==> src/hdl/tsp_pkg.sv <==
`default_nettype none

package tsp_pkg;

	// ~~~~~~~~~~~~~~~~~~~~~~~~~~~~~~~~~~~~~~~~~~~~~~~~
	// Widths that carry a meaning
	// ~~~~~~~~~~~~~~~~~~~~~~~~~~~~~~~~~~~~~~~~~~~~~~~~

	typedef logic [7:0]  ts_byte_t;
	typedef logic [12:0] ts_pid_t;
	typedef logic [31:0] ts_word_t;
	typedef logic [7:0]  byte_count_t;

	localparam int unsigned ts_packet_bytes     = 188;
	localparam ts_byte_t    ts_sync_byte        = 8'h47;
	localparam int unsigned ts_words_per_packet = 47;

	// One accepted byte on its way to the packer
	typedef struct packed {
		ts_byte_t data;
		logic     first;
		logic     last;
		logic     keep;
		logic     abort;
	} cap_byte_s;

	// One packed word on its way to the FIFO
	typedef struct packed {
		ts_word_t data;
		logic     last;
		logic     keep;
		logic     abort;
	} ts_word_s;

	typedef enum logic [1:0] {
		hunt,
		header,
		payload,
		discard
	} capture_state_e;

endpackage

`default_nettype wire

==> src/hdl/ts_word_packer.sv <==
`default_nettype none

module ts_word_packer (
	input  wire logic                ts_clk,
	input  wire logic                S_AXI_ARESETN,
	input  wire logic                cap_valid,
	input  wire tsp_pkg::cap_byte_s  cap_byte,
	output logic                     word_valid,
	output tsp_pkg::ts_word_s        word
);
	import tsp_pkg::*;

	localparam int byte_w = $bits(ts_byte_t);
	localparam int acc_w  = $bits(ts_word_t) - byte_w;

	logic [1:0]       lane;
	logic [acc_w-1:0] acc;
	logic             word_done;
	logic             abort_in;

	assign abort_in  = cap_valid && cap_byte.abort;
	assign word_done = cap_valid && !cap_byte.abort && (lane == 2'd3);

	// ~~~~~~~~~~~~~~~~~~~~~~~~~~~~~~~~~~~~~~~~~~~~~~~~
	// Lane tracking
	// ~~~~~~~~~~~~~~~~~~~~~~~~~~~~~~~~~~~~~~~~~~~~~~~~

	// A first byte always lands in lane 0, even when it arrives with an abort
	always_ff @(posedge ts_clk) begin
		if (!S_AXI_ARESETN) begin
			lane       <= '0;
			word_valid <= 1'b0;
		end else begin
			word_valid <= word_done || abort_in;
			if (cap_valid) begin
				if (cap_byte.first) begin
					lane <= 2'd1;
				end else if (cap_byte.abort) begin
					lane <= 2'd0;
				end else begin
					lane <= lane + 2'd1;
				end
			end
		end
	end

	// ~~~~~~~~~~~~~~~~~~~~~~~~~~~~~~~~~~~~~~~~~~~~~~~~
	// Byte assembly
	// ~~~~~~~~~~~~~~~~~~~~~~~~~~~~~~~~~~~~~~~~~~~~~~~~

	// Earlier bytes shift up so byte 0 of each word ends in the top lane
	always_ff @(posedge ts_clk) begin
		if (cap_valid) begin
			acc <= {acc[acc_w-byte_w-1:0], cap_byte.data};
		end
	end

	// On an abort only the abort flag matters to the FIFO
	always_ff @(posedge ts_clk) begin
		if (cap_valid) begin
			word.data  <= {acc, cap_byte.data};
			word.last  <= cap_byte.last;
			word.keep  <= cap_byte.keep;
			word.abort <= cap_byte.abort;
		end
	end

endmodule

`default_nettype wire

==> config.mk <==
export PLATFORM = sky130hd
export DESIGN_NAME = ts_word_packer
export DESIGN_NICKNAME = d
export VERILOG_FILES = /design/src/hdl/tsp_pkg.sv /design/src/hdl/ts_word_packer.sv
export SDC_FILE = /design/constraint.sdc
export NUM_CORES = 1
export LEC_CHECK = 0
export BUFFER_PORTS_ARGS = -buffer_cell sky130_fd_sc_hd__buf_2
export CAP_MARGIN = 20
export CORE_UTILIZATION = 30
export DETAILED_ROUTE_END_ITERATION = 6
export SYNTH_ARGS = -nofsm -noshare
export SYNTH_HDL_FRONTEND = slang
export SYNTH_SLANG_ARGS = --single-unit
==> constraint.sdc <==
create_clock -name ts_clk -period 3 [get_ports ts_clk]
set_input_delay 0.45 -clock ts_clk [delete_from_list [all_inputs] [get_ports ts_clk]]
set_output_delay 0.45 -clock ts_clk [all_outputs]
set_load 0.005 [all_outputs]
Yosys cells after proc, flatten, opt, wreduce, memory -nomap -nowiden
Cells that the tools add are included.
{"block": "word_totals", "reg_bits": 62, "out_inout_bits": 36}
{"block": "op_classes", "addsub": 1, "eq_ne": 1, "mux": 2, "reduce_logical": 5}
{"op": "$mux 2", "n": 2}
{"op": "$logic_and 1x1->1", "n": 3}
{"op": "$add 2x1->2 const B", "n": 1}
{"op": "$eq 2x2->1 const B", "n": 1}
{"op": "$logic_not 1->1", "n": 1}
{"op": "$logic_or 1x1->1", "n": 1}

Longest topological paths before layout
{"block": "depth", "ltp_word": 4, "ltp_mapped": 3, "mapped_depth_nobuf": 3}

Worst setup path after synthesis
Ideal clock, no wire load.
{"block": "synth_timing", "path_kind": "register -> register", "startpoint": "reg lane[0]", "endpoint": "reg lane[1]", "setup_time_ns": 0.115, "arrival_ns": 0.910, "t_required_ns": 2.885, "path_slack_ns": 1.976, "stages_incl_launch_ff": 4, "period_less_slack_ns": 1.024, "cell_sequence": "dfxtp_1 > ha_1 > and4bb_1 > o21a_1"}
{"block": "synth_via", "elab_chain_len": 3}
{"element": "start: declaration", "line_no": "ts_word_packer.sv:16", "rtl": "logic [1:0] lane;"}
{"element": "start signal: assignment", "line_no": "ts_word_packer.sv:41", "rtl": "lane <= lane + 2'd1;"}
{"element": "$add 2x1->2", "line_no": "ts_word_packer.sv:41"}
{"element": "$mux 2", "line_no": "ts_word_packer.sv:38", "rtl": "end else if (cap_byte.abort) begin"}
{"element": "$mux 2", "line_no": "ts_word_packer.sv:36", "rtl": "if (cap_byte.first) begin"}
No other way between the ends.
A chain may end at the register's enable or synchronous reset.

==> run_results.csv <==
group,metric,value,unit
power_and_ir_drop,leakage,0.000647,uW
logic_synthesis,ys_warn_count,0,
grt,gr-usage-met1,10.4,%
grt,grt_pass1_vias,606,
layout,multi_input_area,70.1,sq um
logic_synthesis,syn-instance-count,46,
grt,grt_max_degree,41,
grt,grt_pass1_wl,2.84,mm
layout,drive_above_1_share,54.4,%
layout,regArea,1110,sq um
cts,root_buffer,"clkbuf_8",
sta,final.period_utilization,43.9,%
logic_synthesis,syn_area_per_cell,25.7,sq um
critical_path,reg2reg_depth,3,
logic_synthesis,synth_top_area_share,89.0,%
critical_path,path_class,"in2reg",
sta,fin_skew,0.00268,ns
sta,timing.fmax,759,MHz
sta,rsz0062_at_grt,"false",
sta,whs,0.342,ns
routing,routed_wl,1.88,mm
logic_synthesis,ys_seq_area_share,94.1,%
cts,cts_setup_buffers,0,
layout,diodes,0,
layout,fill_cells,350,
logic_synthesis,synth_commonest_cells,"35 x edfxtp_1, 3 x dfxtp_1",
sta,setup_viol,0,
cts,cts_tree,"yes",
critical_path,r2r_end,"lane[1]",
floorplan,std_cell_rows,22,
sta,post-route-min-period,1.32,ns
logic_synthesis,synth-async-reset-ratio,0,%
power_and_ir_drop,ir_worst_vdd,165,uV
logic_synthesis,synth_fp_nets,62,
grt,grt_use_met2,15.0,%
power_and_ir_drop,power_density,638,nW/um^2
sta,fin_setup_tns,0,ns
critical_path,r2r-start,"lane[0]",
cts,cts_buffers,5,
routing,drtIter0Drc,75,
grt,antenna_found_initial,0,
run,cap_violations,0,
cts,h-tree-depth,2,
floorplan,dieArea,4190,sq um
critical_path,cp-start-kind,"input pin",
logic_synthesis,synthTopCellsByArea,"edfxtp_1 89%, dfxtp_1 5.1%, and4bb_1 1.1%, ha_1 1.1%, o211a_1 0.85%",
placement,io_buffers,50,
routing,ant_nets,0,
floorplan,start_util,31.8,%
critical_path,critical_path_arrival,1.49,ns
logic_synthesis,synth.largest_area_cell,"edfxtp_1",
floorplan,die_h,64.7,um
logic_synthesis,ys.flop_type,"edfxtp_1",
critical_path,reg2reg_slack,1.93,ns
hold_path,worst_hold_path_type,"in2reg",
power_and_ir_drop,p_total,1000,uW
routing,wl_per_cell,12.5,um
logic_synthesis,syn-cell-area,1180,sq um
logic_synthesis,ys_seq_elements,38,
cts,clk_pin_slew,0.06,ns
hold_path,whs_path_depth,1,
logic_synthesis,synth_most_common_cell,"edfxtp_1",
logic_synthesis,yosysUniqueCellTypes,10,
cts,postCtsHoldBufs,0,
floorplan,die_w,64.7,um
cts,postCtsResizedCells,0,
grt,overflow,0,
routing,drcViolationCount,0,
sta,tightest_slew,0.797,ns
hold_path,hp-start,"cap_byte[4]",
run_status,status,"completed",
sta,finalHoldViolCount,0,
routing,vias,634,
floorplan,pin_count,51,
sta,slew_headroom,46.9,%
logic_synthesis,synth_edf_count,35,
cts,max-clock-path-buffers,2,
grt,busiest_layer,"met2",
critical_path,cp-startpoint,"cap_valid",
grt,grt_use_total,10.1,%
layout,syn_to_final_growth,32.7,%
layout,fin_nets,119,
grt,use_met3,4.05,%
routing,vias_per_cell,4.20,
sta,slew_violations,0,
routing,dr.pass1.iters,4,
cts,clock_sinks,38,
placement,place_congestion,0.710,
cts,clk_latency,0.28,ns
critical_path,worstSetupEndpointType,"flip-flop",
critical_path,crit_required,3.18,ns
hold_path,hold-path-endpoint,"acc[0]",
floorplan,fp.coreArea,3720,sq um
critical_path,worstPathMaxFanout,40,
-- report_power, final --
part / total, uW / internal (uW) / switching, uW
Clock: 310 / 160 / 151
Combinational: 57.2 / 29.0 / 28.1
Sequential: 633 / 619 / 13.4
-- worst max-delay path by stage --
stage,end,slack [ns],cells after the start
global route,lane[1],1.62,3
finish,lane[1],1.68,3
detailed placement,lane[1],1.36,3
floorplan,lane[1],1.98,3
CTS,lane[1],1.66,3
global placement,lane[1],1.42,3
-- metrics by stage --
step           instance area [sq um]  cells  util [%]  worst slack, ns
6_report                        1570    151      42.2             1.68
5_1_grt                         1570    151      42.2             1.62
4_1_cts                         1570    151      42.2             1.66
3_5_place_dp                    1490    144      40.1             1.36
3_3_place_gp                    1490    144      40.1             1.42
2_1_floorplan                   1180     46         -             1.98
-- layout by cell type (no fill, tap or decap) --
master	n
dfxtp_1	3
and2b_1	1
edfxtp_1	35
o21a_1	1
clkbuf_1	2
a21oi_1	1
buf_2	50
o21ba_2	1
o21ai_0	1
and4bb_1	1
o211a_1	1
ha_1	1
clkbuf_8	5
-- metal layers --
layer,wire [um],vias to the layer above
li1,-,297
met1,730,297
met2,920,33
met3,149,7
met4,80,0
met5,0,-
-- registers in the layout (all words and copies together), names as in the netlist --
register / count
lane: 2
word: 12
word_valid: 1
acc: 23
-- worst max-delay path, stage by stage --
cell	delay (ns)
buf_2	0.61
and2b_1	0.26
o21a_1	0.16
-- kinds of logic after synthesis --
group | Yosys count | synth area share (%)
flops | 38 | 94.1
compound gates | 5 | 3.18
simple gates | 2 | 1.69
fa+ha+maj | 1 | 1.06
-- area by class of cell --
| class | count | share of cell area (%) |
|---|---|---|
| flip-flops and latches | 38 | 70.9 |
| repair buffers | 50 | 16.0 |
| clock buffers | 7 | 4.87 |
| multi-input cells | 8 | 4.47 |
| well taps | 48 | 3.83 |
No activity file was read; power rests on OpenSTA's default activity.
