**config.mk**
```make
export PLATFORM = sky130hd
export DESIGN_NAME = ts_packet_capture
export DESIGN_NICKNAME = d
export VERILOG_FILES = /design/src/hdl/tsp_pkg.sv /design/src/hdl/ts_packet_capture.sv
export SDC_FILE = /design/constraint.sdc
export NUM_CORES = 1
export LEC_CHECK = 0
export BUFFER_PORTS_ARGS = -buffer_cell sky130_fd_sc_hd__buf_2
export CAP_MARGIN = 10
export CELL_PAD_IN_SITES_DETAIL_PLACEMENT = 1
export CELL_PAD_IN_SITES_GLOBAL_PLACEMENT = 1
export CORE_MARGIN = 2
export CORE_UTILIZATION = 43
export DETAILED_ROUTE_END_ITERATION = 12
export GPL_TIMING_DRIVEN = 0
export PLACE_DENSITY = 0.82
export SETUP_SLACK_MARGIN = 0.5
export SYNTH_ARGS = -nofsm -noshare
export SYNTH_HDL_FRONTEND = slang
export SYNTH_SLANG_ARGS = --single-unit
export TNS_END_PERCENT = 100
```
**constraint.sdc**
```tcl
create_clock -name ts_clk -period 4.15 [get_ports ts_clk]
set_clock_uncertainty 0.1 [all_clocks]
set_input_delay 0 -clock ts_clk [delete_from_list [all_inputs] [get_ports ts_clk]]
set_output_delay 0 -clock ts_clk [all_outputs]
set_load 0.005 [all_outputs]
```
**src/hdl/tsp_pkg.sv**
```systemverilog
`default_nettype none

package tsp_pkg;

	// ~~~~~~~~~~~~~~~~~~~~~~~~~~~~~~~~~~~~~~~~~~~~~~~~
	// Widths that carry a meaning
	// ~~~~~~~~~~~~~~~~~~~~~~~~~~~~~~~~~~~~~~~~~~~~~~~~

	typedef logic [7:0]  ts_byte_t;
	typedef logic [12:0] ts_pid_t;
	typedef logic [31:0] ts_word_t;
	typedef logic [7:0]  byte_count_t;

	localparam int unsigned ts_packet_bytes     = 188;
	localparam ts_byte_t    ts_sync_byte        = 8'h47;
	localparam int unsigned ts_words_per_packet = 47;

	// One accepted byte on its way to the packer
	typedef struct packed {
		ts_byte_t data;
		logic     first;
		logic     last;
		logic     keep;
		logic     abort;
	} cap_byte_s;

	// One packed word on its way to the FIFO
	typedef struct packed {
		ts_word_t data;
		logic     last;
		logic     keep;
		logic     abort;
	} ts_word_s;

	typedef enum logic [1:0] {
		hunt,
		header,
		payload,
		discard
	} capture_state_e;

endpackage

`default_nettype wire

```
**src/hdl/ts_packet_capture.sv**
```systemverilog
`default_nettype none

module ts_packet_capture (
	input  wire logic               ts_clk,
	input  wire logic               S_AXI_ARESETN,
	input  wire logic               ts_valid,
	input  wire logic               ts_sync,
	input  wire tsp_pkg::ts_byte_t  ts_data,
	input  wire logic               filter_en,
	input  wire tsp_pkg::ts_pid_t   pid_a,
	input  wire tsp_pkg::ts_pid_t   pid_b,
	output logic                    cap_valid,
	output tsp_pkg::cap_byte_s      cap_byte
);
	import tsp_pkg::*;

	localparam byte_count_t last_index = byte_count_t'(ts_packet_bytes - 1);

	capture_state_e state;
	byte_count_t    count;
	logic [4:0]     pid_hi;
	ts_pid_t        pid;
	logic           keep;
	logic           in_packet;
	logic           sync_ok;
	logic           hdr_byte;
	logic           end_byte;

	assign in_packet = (state == header) || (state == payload);
	assign sync_ok   = (ts_data == ts_sync_byte);
	assign hdr_byte  = ts_valid && !ts_sync && (state == header);
	assign end_byte  = !ts_sync && (state == payload) && (count == last_index);

	// ~~~~~~~~~~~~~~~~~~~~~~~~~~~~~~~~~~~~~~~~~~~~~~~~
	// Framing
	// ~~~~~~~~~~~~~~~~~~~~~~~~~~~~~~~~~~~~~~~~~~~~~~~~

	// count holds the index of the next expected byte
	always_ff @(posedge ts_clk) begin
		if (!S_AXI_ARESETN) begin
			state     <= hunt;
			count     <= '0;
			cap_valid <= 1'b0;
		end else begin
			cap_valid <= 1'b0;
			if (ts_valid && ts_sync) begin
				// An early sync still has to reach the packer so it can drop the packet
				cap_valid <= sync_ok || in_packet;
				count     <= byte_count_t'(1);
				state     <= sync_ok ? header : discard;
			end else if (ts_valid && in_packet) begin
				cap_valid <= 1'b1;
				count     <= count + byte_count_t'(1);
				if ((state == header) && (count == byte_count_t'(3))) begin
					state <= payload;
				end
				if (end_byte) begin
					state <= hunt;
				end
			end
		end
	end

	// ~~~~~~~~~~~~~~~~~~~~~~~~~~~~~~~~~~~~~~~~~~~~~~~~
	// PID and filter verdict
	// ~~~~~~~~~~~~~~~~~~~~~~~~~~~~~~~~~~~~~~~~~~~~~~~~

	// The PID is complete after byte 2, so the verdict is ready at byte 3
	always_ff @(posedge ts_clk) begin
		if (hdr_byte) begin
			case (count)
				byte_count_t'(1): pid_hi <= ts_data[4:0];
				byte_count_t'(2): pid <= {pid_hi, ts_data};
				byte_count_t'(3): keep <= !filter_en || (pid == pid_a) || (pid == pid_b);
				default: ;
			endcase
		end
	end

	always_ff @(posedge ts_clk) begin
		if (ts_valid) begin
			cap_byte.data  <= ts_data;
			cap_byte.first <= ts_sync && sync_ok;
			cap_byte.last  <= end_byte;
			cap_byte.keep  <= keep;
			cap_byte.abort <= ts_sync && in_packet;
		end
	end

endmodule

`default_nettype wire

```
* Word level (Yosys, flattened, before mapping) *
Index checks and enable logic that the tools add are counted.

storage, ports and cells
  bits in registers = 42
  output and inout bits = 13
  logic and storage cells = 54

cells by class
  $add $sub $neg = 1
  equality and inequality tests = 9
  muxes and demuxes = 9
  bitwise gates (word level) = 1
  reductions and logical operators = 22

operators by type and width
  operator               count
  $eq A13 B13 Y1         2
  $eq A8 B2 Y1 const B   2
  $mux W2                5
  $logic_and A1 B1 Y1    9
  $add A8 B1 Y8 const B  1
  $eq A8 B1 Y1 const B   1
  $eq A8 B7 Y1 const B   1
  $eq A8 B8 Y1 const B   1
  $reduce_and A2 Y1      4
  $logic_or A1 B1 Y1     4
  $mux W1                4
  $reduce_bool A3 Y1     1
  $eq A2 B1 Y1 const B   1
  $eq A2 B2 Y1 const B   1
  $logic_not A1 Y1       2
  $reduce_bool A2 Y1     1
  $reduce_or A2 Y1       1
  $not A1 Y1             1

* Longest topological paths before layout *
Gate-level depths: netlist of the first run.

  depth in word-level cells = 6
  gate-level depth with buffers = 8
  depth with buffers taken out = 7

* Worst setup path after synthesis of the first run *
No wires, ideal clock.

  path kind = register to register
  start = register count[3]
  end = register pid[0], enable pin
  data arrival time = 1306 ps
  required time = 3689 ps
  path slack = 2384 ps
  stages on the path, launching flop included = 5
  buffers on the path = 0
  clock period less this slack = 1766 ps
  cell sequence = dfxtp_1 > nor4_1 > and2_1 > and4b_1 > and2_1

between the ends
  word-level cells in the longest chain between the ends = 2

ends and longest elaborated chain
  item                         RTL line                 text
  from (decl)                  ts_packet_capture.sv:20  byte_count_t count;
  from (signal assigned)       ts_packet_capture.sv:49  count <= byte_count_t'(1);
  from (signal assigned)       ts_packet_capture.sv:53  count <= count + byte_count_t'(1);
  $eq A8 B2 Y1                 ts_packet_capture.sv:71  case (count)
  $reduce_and A2 Y1 (no line)  --
  to (signal assigned)         ts_packet_capture.sv:73  byte_count_t'(2): pid <= {pid_hi, ts_data};
  to (decl)                    ts_packet_capture.sv:22  ts_pid_t pid;

No other way between the ends.
A chain may end at the register's enable or synchronous reset.

* Worst setup path in the final report of the first run *
  start = register count[3]
  end = register pid[12], enable pin

The elaborated chain is that of the path after synthesis.

==> run metrics, run 1 <==
outcome=finished, final reports clean; Clock Path Buffers=2; Slew @ Worst Pin=0.591 ns; fillers=442; Compound-Gate Fraction of Synth Area=3.67%; global-route wire length before repair=7430 um; average size of a mapped cell=13.3 sq um; Place WS=2.07 ns; Synth Area in Simple Gates=13.7%; RSZ-0062 raised after global routing=false; via count=1320; Max FO, Critical Path=13; layout cells sized above 1=29.3%; core area=4060 sq um; Port Buf Inserts=51; Num CTS Buffers=5; sequential standard cell area=1150 sq um; area of the multi-input gates=662 sq um; Site Rows=23; final instance area=2380 sq um; maximum vdd drop=0.000248 V; top post-synthesis cells by area=edfxtp_1 (51%), dfxtp_1 (12%), xor2_1 (8.6%), xnor2_1 (6.7%), ha_1 (3.4%); ANT cells=0; share of the clock period used by the worst path=50.4%; distinct cell type count after synthesis=28; Initial Utilization=45.3%; Synth Area in XOR/XNOR=15.2%; PostCTS Resize Cnt=0; CP delay by family, top=simple AND/OR/NAND/NOR gates; RD Place Congestion=0.950; Overall Global Routing Usage=19.9%; slowest CP cell=and2_1; clk slew on worst S/H paths=0.08 ns; Mapped Cells=138; antenna violations before repair=0; Iter 0 DRT Violations=45; top-count cell post-synth=edfxtp_1; ANT nets after route=0; DRC=0; Hold Crit Class=input port to flip-flop; Top FF cell, synth=edfxtp_1; H-tree Lvls=2; #FFs+latches synth=42; setup tns final=0 ns; routed len/inst=17.4 um; # clock sinks=42; io pins=52; P_leak=0.964 nW; mux cell area share after synthesis=0%; CP startpoint kind=flip-flop; die area=4820 sq um; Post-synth EDFFs=31; Net Count, Synth=182; Synth Area in Adders=3.40%; crit path kind=flip-flop to flip-flop; Global Route met2 Usage=37.5%; sequential area share after synthesis=62.6%; drt total wl=4490 um; largest family of logic cells by synthesized area=XOR/XNOR gates; CTS Root Cell=clkbuf_8; grt met3 use=3.92%; Pwr Density=363 nW/um^2; pin count of the biggest net entering global routing=19; Die X=69.4 um; Layout Area Growth over Synthesis=29.2%; crit-path cells=nor4_1, and2_1, and4b_1, and2_1; Critical Path End Type=flip-flop; most used routing layer=met2; Max-cap violations=0; DP Area=2160 sq um; most frequent CP cell=and2_1; # nets final=251; met1 Resource Use GR=22.6%; TritonCTS clock tree=built; Req. time, crit path=3.98 ns; final core occ=58.6%; Slew HR=60.6%; top-area cell type share of the netlist area=50.6%; synth warn=0; Fmax achieved=478 MHz; Async SR Flop Fraction=0%; drt via density=5.12; Die Ht=69.4 um; Skew-Pair Late Insertion Delay=0.29 ns; largest area contributor in the netlist=edfxtp_1; Slew Viols, Final=0; CP bufs+invs=0; DRT Pass-1 Iters=4; final global-route overflow total=0; Final HPWL DP=3460 um; endpoints failing setup=0; Mapped Area=1840 sq um; vias in the first global route=1523; critical path's largest stage delay=0.53 ns; Commonest cells post-synth=edfxtp_1 (31), xor2_1 (18), xnor2_1 (14); Tot Pwr=0.862 mW; PnR worst setup slack=2.06 ns; Final Hold Vio Count=0; WP data arrival=1.92 ns; Tmin final=2.09 ns
-- placed cells by master, fill, tap and decap left out, types with 3 or more instances in the layout --
cell and count:
and2_1 6, buf_2 51, clkbuf_8 5, dfxtp_1 11
dlygate4sd3_1 11, edfxtp_1 31, ha_1 5, inv_1 5
nand2_1 4, nand3_1 5, nand4_1 4, nor2_1 8
nor4_1 6, o21ai_0 3, xnor2_1 14, xor2_1 18
-- routing by layer --
layer | vias up | share of wire (%)
met1 | 634 | 40
li1 | 636 | -
met4 | 0 | 0.93
met3 | 4 | 5.0
met2 | 46 | 54
met5 | - | 0
-- area by class of cell --
class | instances | share of cell area (%)
Sequential cell | 42 | 48.4
Multi-Input combinational cell | 90 | 27.9
Timing Repair Buffer | 62 | 15.4
Clock buffer | 5 | 2.90
Tap cell | 50 | 2.63
Clock inverter | 3 | 1.69
Inverter | 5 | 0.790
Buffer | 1 | 0.316
-- where the power goes --
group	internal (mW)	total (mW)	switching [mW]
combinational	0.0412	0.0808	0.0396
clock	0.177	0.313	0.136
sequential	0.462	0.468	0.00586
total	0.680	0.862	0.181
-- final timing paths --
kind / startpoint / end / slack, ns / cells after the start
worst min-delay path: ts_valid / cap_valid / 0.06 / 2
worst min register to register: pid_hi[0] / pid[8] / 0.33 / 0
worst max-delay path: count[3] / pid[12] / 2.06 / 4
worst max register to register: count[3] / pid[12] / 2.06 / 4
-- timing repair --
action / CTS / global route
hold endpoints to repair: 26 / 0
hold buffers: 11 / 0
setup buffers: 0 / 0
-- through the flow --
step / hold slack (ns) / std cells
CTS: 0.0519 / 258
detailed placement: 0.114 / 239
global placement: 0.111 / 239
finish: 0.0569 / 258
floorplan: -0.00113 / 138
global route: 0.0610 / 258
-- sequential cells by signal, summed over array words and instances (netlist names) --
register	cells
keep	1
cap_byte	12
count	8
state	2
cap_valid	1
pid_hi	5
pid	13
-- kinds of logic (layout without fill, tap and decap cells) --
logic type      Yosys count  after routing
simple gates             43             43
flops                    42             42
xor+xnor                 32             32
compound gates           10             10
buf+inv                   6             76
fa+ha+maj                 5              5
(Power assumes the default switching activity.)
==> inputs of run 2 (changes only) <==
--- a/config.mk
+++ b/config.mk
@@ -10,10 +10,10 @@
 export CELL_PAD_IN_SITES_DETAIL_PLACEMENT = 1
 export CELL_PAD_IN_SITES_GLOBAL_PLACEMENT = 1
 export CORE_MARGIN = 2
-export CORE_UTILIZATION = 43
+export CORE_UTILIZATION = 40
 export DETAILED_ROUTE_END_ITERATION = 12
 export GPL_TIMING_DRIVEN = 0
-export PLACE_DENSITY = 0.82
+export PLACE_DENSITY = 0.78
 export SETUP_SLACK_MARGIN = 0.5
 export SYNTH_ARGS = -nofsm -noshare
 export SYNTH_HDL_FRONTEND = slang
==> constraint.sdc (replaced) <==
create_clock -name ts_clk -period 2 [get_ports ts_clk]
set_clock_uncertainty 0.1 [all_clocks]
set_input_delay 0 -clock ts_clk [delete_from_list [all_inputs] [get_ports ts_clk]]
set_output_delay 0 -clock ts_clk [all_outputs]
set_load 0.005 [all_outputs]
==> run metrics, run 2 (same netlist as run 1, synthesis figures left out) <==
Reg2Reg Setup Slack=0.29 ns; DRC=0; Slew Viols, Final=0; area of the multi-input gates=763 sq um; critical path's largest stage delay=0.37 ns; Site Rows=24; Die X=71.8 um; Routed met1 length=1920 um; r2r endpoint=pid[5]; Fmax achieved=584 MHz; core area=4380 sq um; wire length on met2=2680 um; DRT Pass-1 Iters=4; RD Place Congestion=0.859; fillers=469; Slew HR=73.7%; most frequent cells in the layout=buf_2 (51), edfxtp_1 (31), xor2_1 (18), xnor2_1 (13), buf_4 (12); CP startpoint kind=flip-flop; Critical Path Start=count[5]; Final HPWL DP=3460 um; Num CTS Buffers=5; endpoints failing setup=0; Largest register FFs=13; # nets final=264; setup tns final=0 ns; TritonCTS clock tree=built; vias in the first global route=1592; top flop regs=pid x13, cap_byte x12, count x8; outcome=finished, final reports clean; sequential standard cell area=1170 sq um; ANT cells=0; Reg2Reg Launch Point=count[5]; Final Hold Vio Count=0; Max FO, Critical Path=7; share of the clock period used by the worst path=85.6%; Clock Path Buffers=2; Cells after DPL=241; slowest CP cell=dfxtp_4; pin count of the biggest net entering global routing=19; Pwr Density=650 nW/um^2; Port Buf Inserts=51; most frequent CP cell=and2_4; met3 wire len=271 um; global-route wire length before repair=7860 um; CTS Root Cell=clkbuf_8; clk slew on worst S/H paths=0.07 ns; antenna violations before repair=0; routed len/inst=18.3 um; Tmin final=1.71 ns; RSZ-0062 raised after global routing=true; crit-path cells=nor4_4, and2_4, and4b_2, and2_4; io pins=52; ANT nets after route=0; die area=5160 sq um; Iter 0 DRT Violations=27; Overall Global Routing Usage=20.4%; Hold Crit Class=input port to flip-flop; Tot Pwr=1.66 mW; Max-cap violations=0; P_leak=1.03 nW; commonest non-fill, non-tap cell in the layout=buf_2; maximum vdd drop=0.000420 V; # clock sinks=42; layout cells sized above 1=43.2%; final core occ=58.4%; Worst Setup EP=pid[5]; Critical Path End Type=flip-flop; Layout Area Growth over Synthesis=39.1%; Slew @ Worst Pin=0.394 ns; final non-filler cell total=272; WP data arrival=1.61 ns; most flop-heavy register=pid; via count=1413; final global-route overflow total=0; Req. time, crit path=1.90 ns; Initial Utilization=42.0%; Top Metal Used=met4; drt via density=5.19; crit path kind=flip-flop to flip-flop; hold_ws=0.0233 ns; worst r2r path cells=4; Skew-Pair Late Insertion Delay=0.28 ns; drt total wl=4970 um; Die Ht=71.8 um; H-tree Lvls=2
==> run 2: cell type report <==
type                            count  share of cell area [%]
Buffer                              1                   0.440
Clock buffer                        5                    2.69
Clock inverter                      2                   0.391
Inverter                            5                   0.733
Multi-Input combinational cell     91                    29.8
Sequential cell                    42                    45.6
Tap cell                           52                    2.54
Timing Repair Buffer               74                    17.8
==> run 2: power breakdown <==
group / internal (mW) / switching [mW] / leakage [nW]
clock network: 0.234 / 0.262 / 0.0438
registers: 0.957 / 0.0128 / 0.381
logic: 0.105 / 0.0930 / 0.607
==> run 2: how the worst min path moves through the flow <==
| stage | startpoint | endpoint | slack [ns] | cells past startpoint |
|---|---|---|---|---|
| after floorplan | ts_data[6] | cap_byte[10] | -0.001 | 0 |
| after global placement | ts_data[7] | cap_byte[11] | 0.10 | 1 |
| after detailed placement | ts_data[7] | pid[7] | 0.11 | 1 |
| after CTS | ts_data[7] | state[1] | 0.02 | 4 |
| after global routing | ts_valid | cap_byte[3] | 0.07 | 1 |
| final | ts_data[7] | state[1] | 0.02 | 4 |
==> run 2: what timing repair did <==
action,in CTS,in global routing
pin swaps,10,8
hold buffers,11,0
buffers inserted,10,2
gates cloned,1,0
gates resized for setup,14,8
endpoints found under the setup margin,27,31
endpoints found under the hold margin,26,0
==> run 2: worst max-delay path: cells and delay by family (launching register included) <==
kind,cells,cell delay [ns]
flip-flops,1,0.37
AND/OR/NAND/NOR,4,0.95
==> run 2: layer usage <==
layer | track usage [%] | vias up
li1 | - | 662
met1 | 21.4 | 691
met2 | 39.0 | 51
met3 | 4.64 | 9
met4 | 8.18 | 0
met5 | 0 | -
==> run 2: metrics by stage <==
stage / setup slack [ns] / area [sq um]
floorplan: 0.417 / 1870
global placement: 0.316 / 2190
detailed placement: 0.301 / 2190
CTS: 0.324 / 2510
global route: 0.178 / 2560
finish: 0.287 / 2560
