==> config.mk <==
export PLATFORM = sky130hd
export DESIGN_NAME = ts_axis_master
export DESIGN_NICKNAME = d
export VERILOG_FILES = /design/src/hdl/tsp_pkg.sv /design/src/hdl/ts_axis_master.sv
export SDC_FILE = /design/constraint.sdc
export NUM_CORES = 1
export LEC_CHECK = 0
export ABC_AREA = 0
export CORE_MARGIN = 4
export CORE_UTILIZATION = 45
export DETAILED_ROUTE_END_ITERATION = 8
export DONT_BUFFER_PORTS = 1
export GPL_ROUTABILITY_DRIVEN = 1
export SYNTH_ARGS = -nofsm -noshare
export SYNTH_HDL_FRONTEND = slang
export SYNTH_SLANG_ARGS = --single-unit
==> constraint.sdc <==
create_clock -name ts_clk -period 1.65 [get_ports ts_clk]
set_clock_uncertainty 0.15 [all_clocks]
set_input_delay 0.0825 -clock ts_clk [delete_from_list [all_inputs] [get_ports ts_clk]]
set_output_delay 0.0825 -clock ts_clk [all_outputs]
set_load 0.01 [all_outputs]
==> src/hdl/tsp_pkg.sv <==
`default_nettype none

package tsp_pkg;

	// ~~~~~~~~~~~~~~~~~~~~~~~~~~~~~~~~~~~~~~~~~~~~~~~~
	// Widths that carry a meaning
	// ~~~~~~~~~~~~~~~~~~~~~~~~~~~~~~~~~~~~~~~~~~~~~~~~

	typedef logic [7:0]  ts_byte_t;
	typedef logic [12:0] ts_pid_t;
	typedef logic [31:0] ts_word_t;
	typedef logic [7:0]  byte_count_t;

	localparam int unsigned ts_packet_bytes     = 188;
	localparam ts_byte_t    ts_sync_byte        = 8'h47;
	localparam int unsigned ts_words_per_packet = 47;

	// One accepted byte on its way to the packer
	typedef struct packed {
		ts_byte_t data;
		logic     first;
		logic     last;
		logic     keep;
		logic     abort;
	} cap_byte_s;

	// One packed word on its way to the FIFO
	typedef struct packed {
		ts_word_t data;
		logic     last;
		logic     keep;
		logic     abort;
	} ts_word_s;

	typedef enum logic [1:0] {
		hunt,
		header,
		payload,
		discard
	} capture_state_e;

endpackage

`default_nettype wire

==> src/hdl/ts_axis_master.sv <==
`default_nettype none

module ts_axis_master #(
	parameter int FIFO_DEPTH_WORDS = 256
) (
	input  wire logic                              ts_clk,
	input  wire logic                              S_AXI_ARESETN,
	input  wire logic [$clog2(FIFO_DEPTH_WORDS):0] commit_count,
	input  wire tsp_pkg::ts_word_t                 rd_data,
	input  wire logic                              rd_last,
	output logic                                   rd_en,
	output logic                                   axis_tvalid,
	output tsp_pkg::ts_word_t                      axis_tdata,
	output logic                                   axis_tlast,
	input  wire logic                              axis_tready
);

	logic words_left;
	logic reg_free;

	// The register can take a word when empty or when its word leaves this cycle
	assign words_left = (commit_count != '0);
	assign reg_free   = !axis_tvalid || axis_tready;
	assign rd_en      = words_left && reg_free;

	// ~~~~~~~~~~~~~~~~~~~~~~~~~~~~~~~~~~~~~~~~~~~~~~~~
	// Output register
	// ~~~~~~~~~~~~~~~~~~~~~~~~~~~~~~~~~~~~~~~~~~~~~~~~

	always_ff @(posedge ts_clk) begin
		if (!S_AXI_ARESETN) begin
			axis_tvalid <= 1'b0;
		end else if (rd_en) begin
			axis_tvalid <= 1'b1;
		end else if (axis_tready) begin
			axis_tvalid <= 1'b0;
		end
	end

	// Data only changes on a refill, so it holds while tready is low
	always_ff @(posedge ts_clk) begin
		if (rd_en) begin
			axis_tdata <= rd_data;
			axis_tlast <= rd_last;
		end
	end

endmodule

`default_nettype wire

Word-level counts from Yosys, hierarchy flattened

Cells that the tools add are included.

Output and inout bits: 35
Register bits after elaboration: 34
Memories: 0
RAM bits: 0
Input port bits: 45
Word-level logic and storage cells: 10
Bits in read-only memories: 0
Latch bits: 0

Add/sub/neg operators: 0
Equal/unequal tests: 0
Reductions and logical operators: 5
Bitwise logic cells: 0
Divide/modulo/power cells: 0
Order comparisons: 0
Mux-type cells: 2
$mul: 0
Shift operators: 0

Operators with widths:

| cell               | number |
|---|---|
| 9-bit nonzero test | 1 |
| 1-bit two-way mux  | 2 |
| 2-bit nonzero test | 1 |
| 1-bit logical AND  | 1 |
| 1-bit zero test    | 1 |
| 1-bit logical OR   | 1 |

Logic depth before layout (Yosys ltp)

Gate-level depths: netlist of the first run.

Word-level depth: 4
Depth in mapped cells: 3
Mapped depth without buffers: 3

Worst setup path before layout of the first run

No wires, ideal clock.

Kind: flip-flop to flip-flop
From: register axis_tvalid
To: register axis_tdata[0] (enable)
Library setup time: 0.380 ns
Clock period less this slack: 1.660 ns
Path slack: -0.010 ns
Cell stages (with the launch flop): 3
Data required time: 1.120 ns
Buffers on the path: 0
Arrival time: 1.130 ns
Path through: dfxtp_1 -> nor2b_1 -> o21ba_2

Longest elaborated chain between the ends: 3

Ends and longest elaborated chain:

| element                  | RTL line             | text |
|---|---|---|
| start: declaration       | ts_axis_master.sv:12 | `output logic axis_tvalid,` |
| start signal: assignment | ts_axis_master.sv:32 | `axis_tvalid <= 1'b0;` |
| start signal: assignment | ts_axis_master.sv:34 | `axis_tvalid <= 1'b1;` |
| start signal: assignment | ts_axis_master.sv:36 | `axis_tvalid <= 1'b0;` |
| 1-bit zero test          | ts_axis_master.sv:23 | `assign reg_free = !axis_tvalid \|\| axis_tready;` |
| 1-bit logical OR         | ts_axis_master.sv:23 |  |
| 1-bit logical AND        | ts_axis_master.sv:24 | `assign rd_en = words_left && reg_free;` |
| net rd_en                | ts_axis_master.sv:11 | `output logic rd_en,` |
| end signal: assignment   | ts_axis_master.sv:43 | `axis_tdata <= rd_data;` |
| end: declaration         | ts_axis_master.sv:13 | `output tsp_pkg::ts_word_t axis_tdata,` |

The timed path passes the listed nets, and every way through them passes these cells.
A chain may end at the register's enable or synchronous reset.

Final worst setup path of the first run

From: register axis_tvalid
To: output port rd_en

Longest elaborated chain between the ends: 3

Ends and longest elaborated chain:

| element           | RTL line |
|---|---|
| 1-bit zero test   | ts_axis_master.sv:23 |
| 1-bit logical OR  | ts_axis_master.sv:23 |
| 1-bit logical AND | ts_axis_master.sv:24 |
| end: declaration  | ts_axis_master.sv:11 |

No other way between the ends.

==> load_flow_metrics.sql, run 1 <==
INSERT INTO impl_metrics (metric_group, metric, value, unit) VALUES
('worst_setup_path', 'critical_path.cell_chain', 'nor2b_2 > o21ba_4 > buf_12', ''),
('synth', 'post-synth-top-area-fraction', '93.3', '%'),
('timing', 'fin_worst_hold_slack', '-0.0558', 'ns'),
('finish', 'final_layout_size_suffix_gt1_share', '11.6', '%'),
('timing', 'fmaxAchievable', '673', 'MHz'),
('die', 'placementRows', '17', ''),
('outcome', 'violations', 'hold timing', ''),
('die', 'chipHeight', '56.6', 'um'),
('finish', 'number_of_nets_in_the_layout', '131', ''),
('place', 'place_congestion', '0.585', ''),
('synth', 'ys_ff_latch', '34', ''),
('drt', 'drcViolationCount', '0', ''),
('finish', 'final-instance-count-excl-fill', '114', ''),
('worst_setup_path', 'crit_path_max_incr_delay', '0.35', 'ns'),
('worst_setup_path', 'crit_path_max_fanout', '34', ''),
('drt', 'post_drt_wl_per_cell', '19.2', 'um'),
('die', 'floorplan.core_area', '2230', 'um^2'),
('finish', 'layout_common_cells', 'sky130_fd_sc_hd__dlygate4sd3_1, sky130_fd_sc_hd__edfxtp_1, sky130_fd_sc_hd__clkbuf_4, sky130_fd_sc_hd__clkbuf_1', ''),
('hold_path', 'timing.hold.worst.class', 'primary input to register', ''),
('worst_setup_path', 'cpLargestDelayFamily', 'flip-flops', ''),
('place', 'dp.cells', '70', ''),
('timing', 'final.setup.tns', '0', 'ns'),
('worst_setup_path', 'cp-end-kind', 'primary output', ''),
('timing', 'setup_viol', '0', ''),
('drt', 'drt_wl_total', '2190', 'um'),
('timing', 'transition_time_of_the_tightest_slew_check_pin', '0.209', 'ns'),
('worst_setup_path', 'critical_path_required', '1.42', 'ns'),
('grt', 'grt_start_max_net_pins', '35', ''),
('timing', 'hold_viol_final', '1', ''),
('place', 'port-buffer-count', '0', ''),
('timing', 'timing.max_slew.rel_slack', '86.0', '%'),
('die', 'io_pins', '80', ''),
('timing', 'setup_repair_after_global_routing_missed_its_margin', 'false', ''),
('clock_network', 'clock_tree.htree_level_count', '2', ''),
('worst_setup_path', 'worst-endpoint-arrival', '1.25', 'ns'),
('power_and_ir_drop', 'power_leakage', '0.000547', 'uW'),
('grt', 'grt_antenna_before_repair', '0', ''),
('die', 'floorplan.initialDensity', '47.6', '%'),
('die', 'die_area', '3200', 'um^2'),
('synth', 'mappedNetlistNets', '86', ''),
('clock_network', 'clock_latency', '0.31', 'ns'),
('worst_setup_path', 'setup.worst_path.start_class', 'register', ''),
('synth', 'syn-cell-area', '1060', 'um^2'),
('synth', 'yosysTopAreaCell', 'sky130_fd_sc_hd__edfxtp_1', ''),
('worst_setup_path', 'critPathKind', 'register to primary output', ''),
('drt', 'top_layer', 'met4', ''),
('synth', 'synth_cells', '41', ''),
('outcome', 'status', 'finished with violations', ''),
('timing', 'maxSlewViolCount', '0', ''),
('clock_network', 'cts_num_sinks', '34', ''),
('clock_network', 'postCtsSetupBuffers', '0', ''),
('power_and_ir_drop', 'p_per_area', '1000', 'nW/um^2'),
('synth', 'yosysSeqAreaShare', '95.2', '%'),
('drt', 'drt-vias-per-instance', '5.04', ''),
('drt', 'antenna_left', '0', ''),
('worst_setup_path', 'cp_max_stage_cell', 'sky130_fd_sc_hd__dfxtp_2', ''),
('drt', 'met3WireLength', '346', 'um'),
('drt', 'wl_met2', '1160', 'um'),
('drt', 'dr.first_iter.drc_count', '3', ''),
('timing', 'period_minus_slack', '1.49', 'ns'),
('synth', 'yosys-top-cells-area', 'sky130_fd_sc_hd__edfxtp_1, sky130_fd_sc_hd__dfxtp_1, sky130_fd_sc_hd__nor4_2', ''),
('finish', 'area.growth.synth_to_final', '45.2', '%'),
('drt', 'vias_after_detailed_routing', '574', ''),
('finish', 'num_antenna_cells', '0', ''),
('power_and_ir_drop', 'vdd.ir_drop.worst', '0.757', 'mV'),
('run', 'drv.max_cap_violation_count', '0', ''),
('worst_setup_path', 'cp_num_buf_inv', '1', ''),
('die', 'die_w', '56.6', 'um'),
('grt', 'first_pass_grt_wire_length', '3230', 'um'),
('synth', 'synth.lib_cells_used.distinct', '9', ''),
('grt', 'number_of_global_route_vias_before_repair', '666', '');
-- sequential cells by signal, indices dropped and copies added (netlist names) --
| name | flops |
|---|---|
| axis_tdata | 32 |
| axis_tlast | 1 |
| axis_tvalid | 1 |
-- metal layers --
layer  vias up  GRT usage, %
met4         0          6.10
met1       262          12.2
met5         -             0
li1        256             -
met3         2          10.3
met2        54          24.9
-- final timing paths --
| check | startpoint | end | slack [ns] | cells past startpoint |
|---|---|---|---|---|
| setup / recovery | axis_tvalid | rd_en | 0.16 | 3 |
| setup reg to reg | axis_tvalid | axis_tdata[0] | 0.24 | 3 |
| hold reg to reg | axis_tvalid | axis_tvalid | 0.59 | 2 |
| hold / removal | commit_count[2] | axis_tvalid | -0.06 | 3 |
-- report_power, final --
| part | switching, uW | total (uW) | internal (uW) |
|---|---|---|---|
| clock network | 220 | 380 | 160 |
| logic | 32.5 | 101 | 68.8 |
| registers | 51.9 | 1070 | 1010 |
| total | 304 | 1550 | 1240 |
-- synth_stat cells --
cell / instances
sky130_fd_sc_hd__edfxtp_1: 33
sky130_fd_sc_hd__dfxtp_1: 1
sky130_fd_sc_hd__nand2_1: 1
sky130_fd_sc_hd__nor2_1: 1
sky130_fd_sc_hd__nor2b_1: 1
sky130_fd_sc_hd__nor4_2: 1
sky130_fd_sc_hd__o21ba_2: 1
sky130_fd_sc_hd__o31a_1: 1
sky130_fd_sc_hd__or3_1: 1
-- through the flow --
| stage | instance area [um^2] | utilization, % | setup slack, ns | hold slack (ns) |
|---|---|---|---|---|
| 2_1_floorplan | 1070 | - | 0.207 | 0.0314 |
| 3_3_place_gp | 1120 | 50.3 | 0.290 | 0.0314 |
| 3_5_place_dp | 1120 | 50.3 | 0.276 | 0.0314 |
| 4_1_cts | 1520 | 68.0 | 0.0586 | 0.232 |
| 5_1_grt | 1540 | 69.1 | 0.0932 | -0.0322 |
| 6_report | 1540 | 69.1 | 0.165 | -0.0558 |
-- cell families (layout without fill, tap and decap cells) --
kind of cell | Yosys count | in the layout | synth area share [%]
AND/OR/NAND/NOR | 5 | 5 | 3.06
AO/OA/AOI/OAI | 2 | 2 | 1.77
flip-flops | 34 | 34 | 95.2
buffers and inverters | 0 | 45 | 0
-- area by class of cell --
cell class | count | area, um^2 | area share (%)
tap | 28 | 35.0 | 2.27
sequential | 34 | 1010 | 65.6
clock buffer | 7 | 45.0 | 2.92
timing repair buffer | 38 | 390 | 25.3
multi-input combinational | 7 | 60.1 | 3.89
-- worst min-delay path: stages --
cell and delay, ns:
sky130_fd_sc_hd__nor4_2 0.02, sky130_fd_sc_hd__nand2_1 0.11, sky130_fd_sc_hd__o31a_1 0.16
-- timing repair --
item                                   4_1_cts  5_1_grt
endpoints found under the hold margin       34        1
resized for setup                            0        2
setup endpoints to repair                    0        1
hold buffers                                35        3
Power figures use the tool's default switching activity.
==> inputs of run 2 (changes only) <==
--- a/config.mk
+++ b/config.mk
@@ -6,7 +6,7 @@
 export NUM_CORES = 1
 export LEC_CHECK = 0
 export ABC_AREA = 0
-export CORE_MARGIN = 4
+export CORE_MARGIN = 3
 export CORE_UTILIZATION = 45
 export DETAILED_ROUTE_END_ITERATION = 8
 export DONT_BUFFER_PORTS = 1
==> run 2 against run 1 <==
  * Sequential share of layout area increased by 1.0 points
  * Critical path type is now register to register
  * The flow now finishes without violations
  * Combinational power shrank 4%
  * Core utilization increased by 3.1 points
  * Flip-flop and latch count is the same
  * Via count is 5.6% lower
  * Non-clock buffer count is 2 lower
  * Critical endpoint is now axis_tvalid
  * Largest cell class unchanged
  * Die area decreased by 6.9%
  * Hold slack better by 0.29 ns
  * Power up 0.56%
  * Final cell count shrank 2.6%
  * Fmax shrank 6.5%
  * Sequential power hardly changed
==> load_flow_metrics.sql, run 2 (same netlist as run 1, synthesis figures left out) <==
INSERT INTO impl_metrics (metric_group, metric, value, unit) VALUES
('power_and_ir_drop', 'vdd.ir_drop.worst', '0.892', 'mV'),
('drt', 'drt-vias-per-instance', '4.88', ''),
('finish', 'regArea', '1010', 'um^2'),
('die', 'die_w', '54.6', 'um'),
('clock_network', 'cts_buffer_count', '5', ''),
('die', 'chipHeight', '54.6', 'um'),
('place', 'port-buffer-count', '0', ''),
('worst_setup_path', 'worst-endpoint-arrival', '1.64', 'ns'),
('worst_setup_path', 'crit_cells', '3', ''),
('place', 'place_congestion', '0.624', ''),
('timing', 'setup_viol', '0', ''),
('worst_setup_path', 'cp-end-kind', 'register', ''),
('worst_setup_path', 'critical_path.cell_chain', 'nor2b_1 > o31a_1 > dlygate4sd3_1', ''),
('drt', 'post_drt_wl_per_cell', '20.4', 'um'),
('die', 'io_pins', '80', ''),
('worst_setup_path', 'cp_max_stage_cell', 'sky130_fd_sc_hd__dlygate4sd3_1', ''),
('worst_setup_path', 'reg2reg_depth', '3', ''),
('worst_setup_path', 'crit_path_max_fanout', '2', ''),
('clock_network', 'ctsResizeCount', '0', ''),
('worst_setup_path', 'crit_path_end', 'axis_tvalid', ''),
('finish', 'area.growth.synth_to_final', '42.9', '%'),
('grt', 'first_pass_grt_wire_length', '3300', 'um'),
('worst_setup_path', 'setup.worst_path.start_class', 'register', ''),
('drt', 'drt_pre_antenna_iters', '4', ''),
('finish', 'top_regs', 'axis_tdata: 32 flops, axis_tlast: 1 flops, axis_tvalid: 1 flops', ''),
('power_and_ir_drop', 'power_leakage', '0.000540', 'uW'),
('finish', 'largest_register', 'axis_tdata', ''),
('worst_setup_path', 'critical_path_required', '1.70', 'ns'),
('grt', 'grt_antenna_before_repair', '0', ''),
('drt', 'drcViolationCount', '0', ''),
('clock_network', 'clock_latency', '0.31', 'ns'),
('finish', 'commonest_non_fill_non_tap_cell_in_the_layout', 'sky130_fd_sc_hd__dlygate4sd3_1', ''),
('drt', 'wl_met2', '1320', 'um'),
('drt', 'drt_wl_total', '2270', 'um'),
('timing', 'layout_worst_path_cycle_share', '96.2', '%'),
('die', 'die_area', '2980', 'um^2'),
('timing', 'final.setup.tns', '0', 'ns'),
('clock_network', 'ctsRootBufferMaster', 'sky130_fd_sc_hd__clkbuf_4', ''),
('hold_path', 'timing.hold.worst.class', 'primary input to register', ''),
('timing', 'maxSlewViolCount', '0', ''),
('finish', 'layout_common_cells', 'sky130_fd_sc_hd__dlygate4sd3_1, sky130_fd_sc_hd__edfxtp_1, sky130_fd_sc_hd__clkbuf_4, sky130_fd_sc_hd__clkbuf_1', ''),
('worst_setup_path', 'critPathKind', 'register to register', ''),
('outcome', 'status', 'finished, final reports clean', ''),
('clock_network', 'tritoncts', 'yes', ''),
('clock_network', 'cts_num_sinks', '34', ''),
('finish', 'largest_reg_flops', '32', ''),
('grt', 'number_of_global_route_vias_before_repair', '613', ''),
('worst_setup_path', 'worst_r2r_startpoint', 'axis_tvalid', ''),
('run', 'drv.max_cap_violation_count', '0', ''),
('worst_setup_path', 'cpLargestDelayFamily', 'buffers and inverters', ''),
('finish', 'multiInputGateArea', '57.6', 'um^2'),
('worst_setup_path', 'crit_path_max_incr_delay', '0.55', 'ns'),
('grt', 'grt_util_all_layers', '17.4', '%'),
('drt', 'route.layer.met1.wl', '751', 'um'),
('clock_network', 'cts_buffer_depth', '2', ''),
('timing', 'period_minus_slack', '1.59', 'ns'),
('finish', 'number_of_nets_in_the_layout', '129', ''),
('drt', 'vias_after_detailed_routing', '542', ''),
('timing', 'hold_viol_final', '0', ''),
('drt', 'antenna_left', '0', ''),
('worst_setup_path', 'rr_endpoint', 'axis_tvalid', ''),
('finish', 'final_layout_size_suffix_gt1_share', '9.52', '%'),
('die', 'floorplan.initialDensity', '50.5', '%'),
('drt', 'top_layer', 'met3', ''),
('die', 'floorplan.core_area', '2100', 'um^2'),
('drt', 'met3WireLength', '192', 'um'),
('timing', 'timing.max_slew.rel_slack', '87.6', '%'),
('finish', 'fillerInstances', '134', ''),
('hold_path', 'min_delay_path_depth', '4', ''),
('worst_setup_path', 'setup.worst_path.start', 'axis_tvalid', ''),
('grt', 'grt_remaining_overflow', '0', ''),
('worst_setup_path', 'cp_num_buf_inv', '1', ''),
('power_and_ir_drop', 'totalPowerFinal', '1560', 'uW'),
('finish', 'num_antenna_cells', '0', ''),
('drt', 'dr.first_iter.drc_count', '7', ''),
('clock_network', 'clock_tree.htree_level_count', '2', ''),
('grt', 'grt_start_max_net_pins', '35', ''),
('timing', 'setup_repair_after_global_routing_missed_its_margin', 'false', ''),
('timing', 'transition_time_of_the_tightest_slew_check_pin', '0.184', 'ns'),
('power_and_ir_drop', 'p_per_area', '1030', 'nW/um^2'),
('worst_setup_path', 'r2r_slack', '0.06', 'ns'),
('die', 'placementRows', '16', ''),
('clock_network', 'clkSlewWorstSetupHoldPaths', '0.09', 'ns'),
('timing', 'fmaxAchievable', '630', 'MHz');
[run 2: per-stage QoR]
stage / setup slack (ns) / instances / instance area, um^2 / util, % / hold slack, ns
after floorplan: 0.207 / 41 / 1070 / - / 0.0314
after global placement: 0.292 / 69 / 1120 / 53.4 / 0.0314
after detailed placement: 0.286 / 69 / 1120 / 53.4 / 0.0314
after CTS: 0.0697 / 111 / 1520 / 72.2 / 0.214
after global routing: 0.0207 / 111 / 1520 / 72.2 / 0.217
final: 0.0625 / 111 / 1520 / 72.2 / 0.230
[run 2: what timing repair did]
| action | CTS | global route |
|---|---|---|
| setup buffers | 0 | 0 |
| hold endpoints to repair | 34 | 0 |
| hold buffers | 35 | 0 |
[run 2: power breakdown]
| part | total [uW] | internal [uW] | switching, uW |
|---|---|---|---|
| combinational | 97.3 | 65.8 | 31.5 |
| sequential | 1070 | 1010 | 53.5 |
| clock | 391 | 161 | 231 |
[run 2: worst min-delay path: stages]
cell and delay (ns):
sky130_fd_sc_hd__nor2_1 0.02, sky130_fd_sc_hd__nand2_1 0.08, sky130_fd_sc_hd__o21ba_4 0.16, sky130_fd_sc_hd__buf_12 0.20
[run 2: cell type report]
type                    instances  share of cell area [%]
well taps                      27                    2.23
multi-input cells               7                    3.79
flip-flops and latches         34                    66.6
clock buffers                   7                    2.97
repair buffers                 36                    24.4
[run 2: worst min path at each step]
stage / start / end / slack, ns
6_report: commit_count[8] / axis_tdata[27] / 0.23
3_5_place_dp: rd_data[27] / axis_tdata[27] / 0.03
5_1_grt: rd_data[12] / axis_tdata[12] / 0.22
2_1_floorplan: rd_data[0] / axis_tdata[0] / 0.03
4_1_cts: rd_data[21] / axis_tdata[21] / 0.21
3_3_place_gp: rd_data[12] / axis_tdata[12] / 0.03
[run 2: layer usage]
layer / up-vias / global-route usage (%)
met3: 0 / 6.54
li1: 248 / -
met4: 0 / 7.47
met1: 249 / 19.4
met2: 45 / 29.5
met5: - / 0
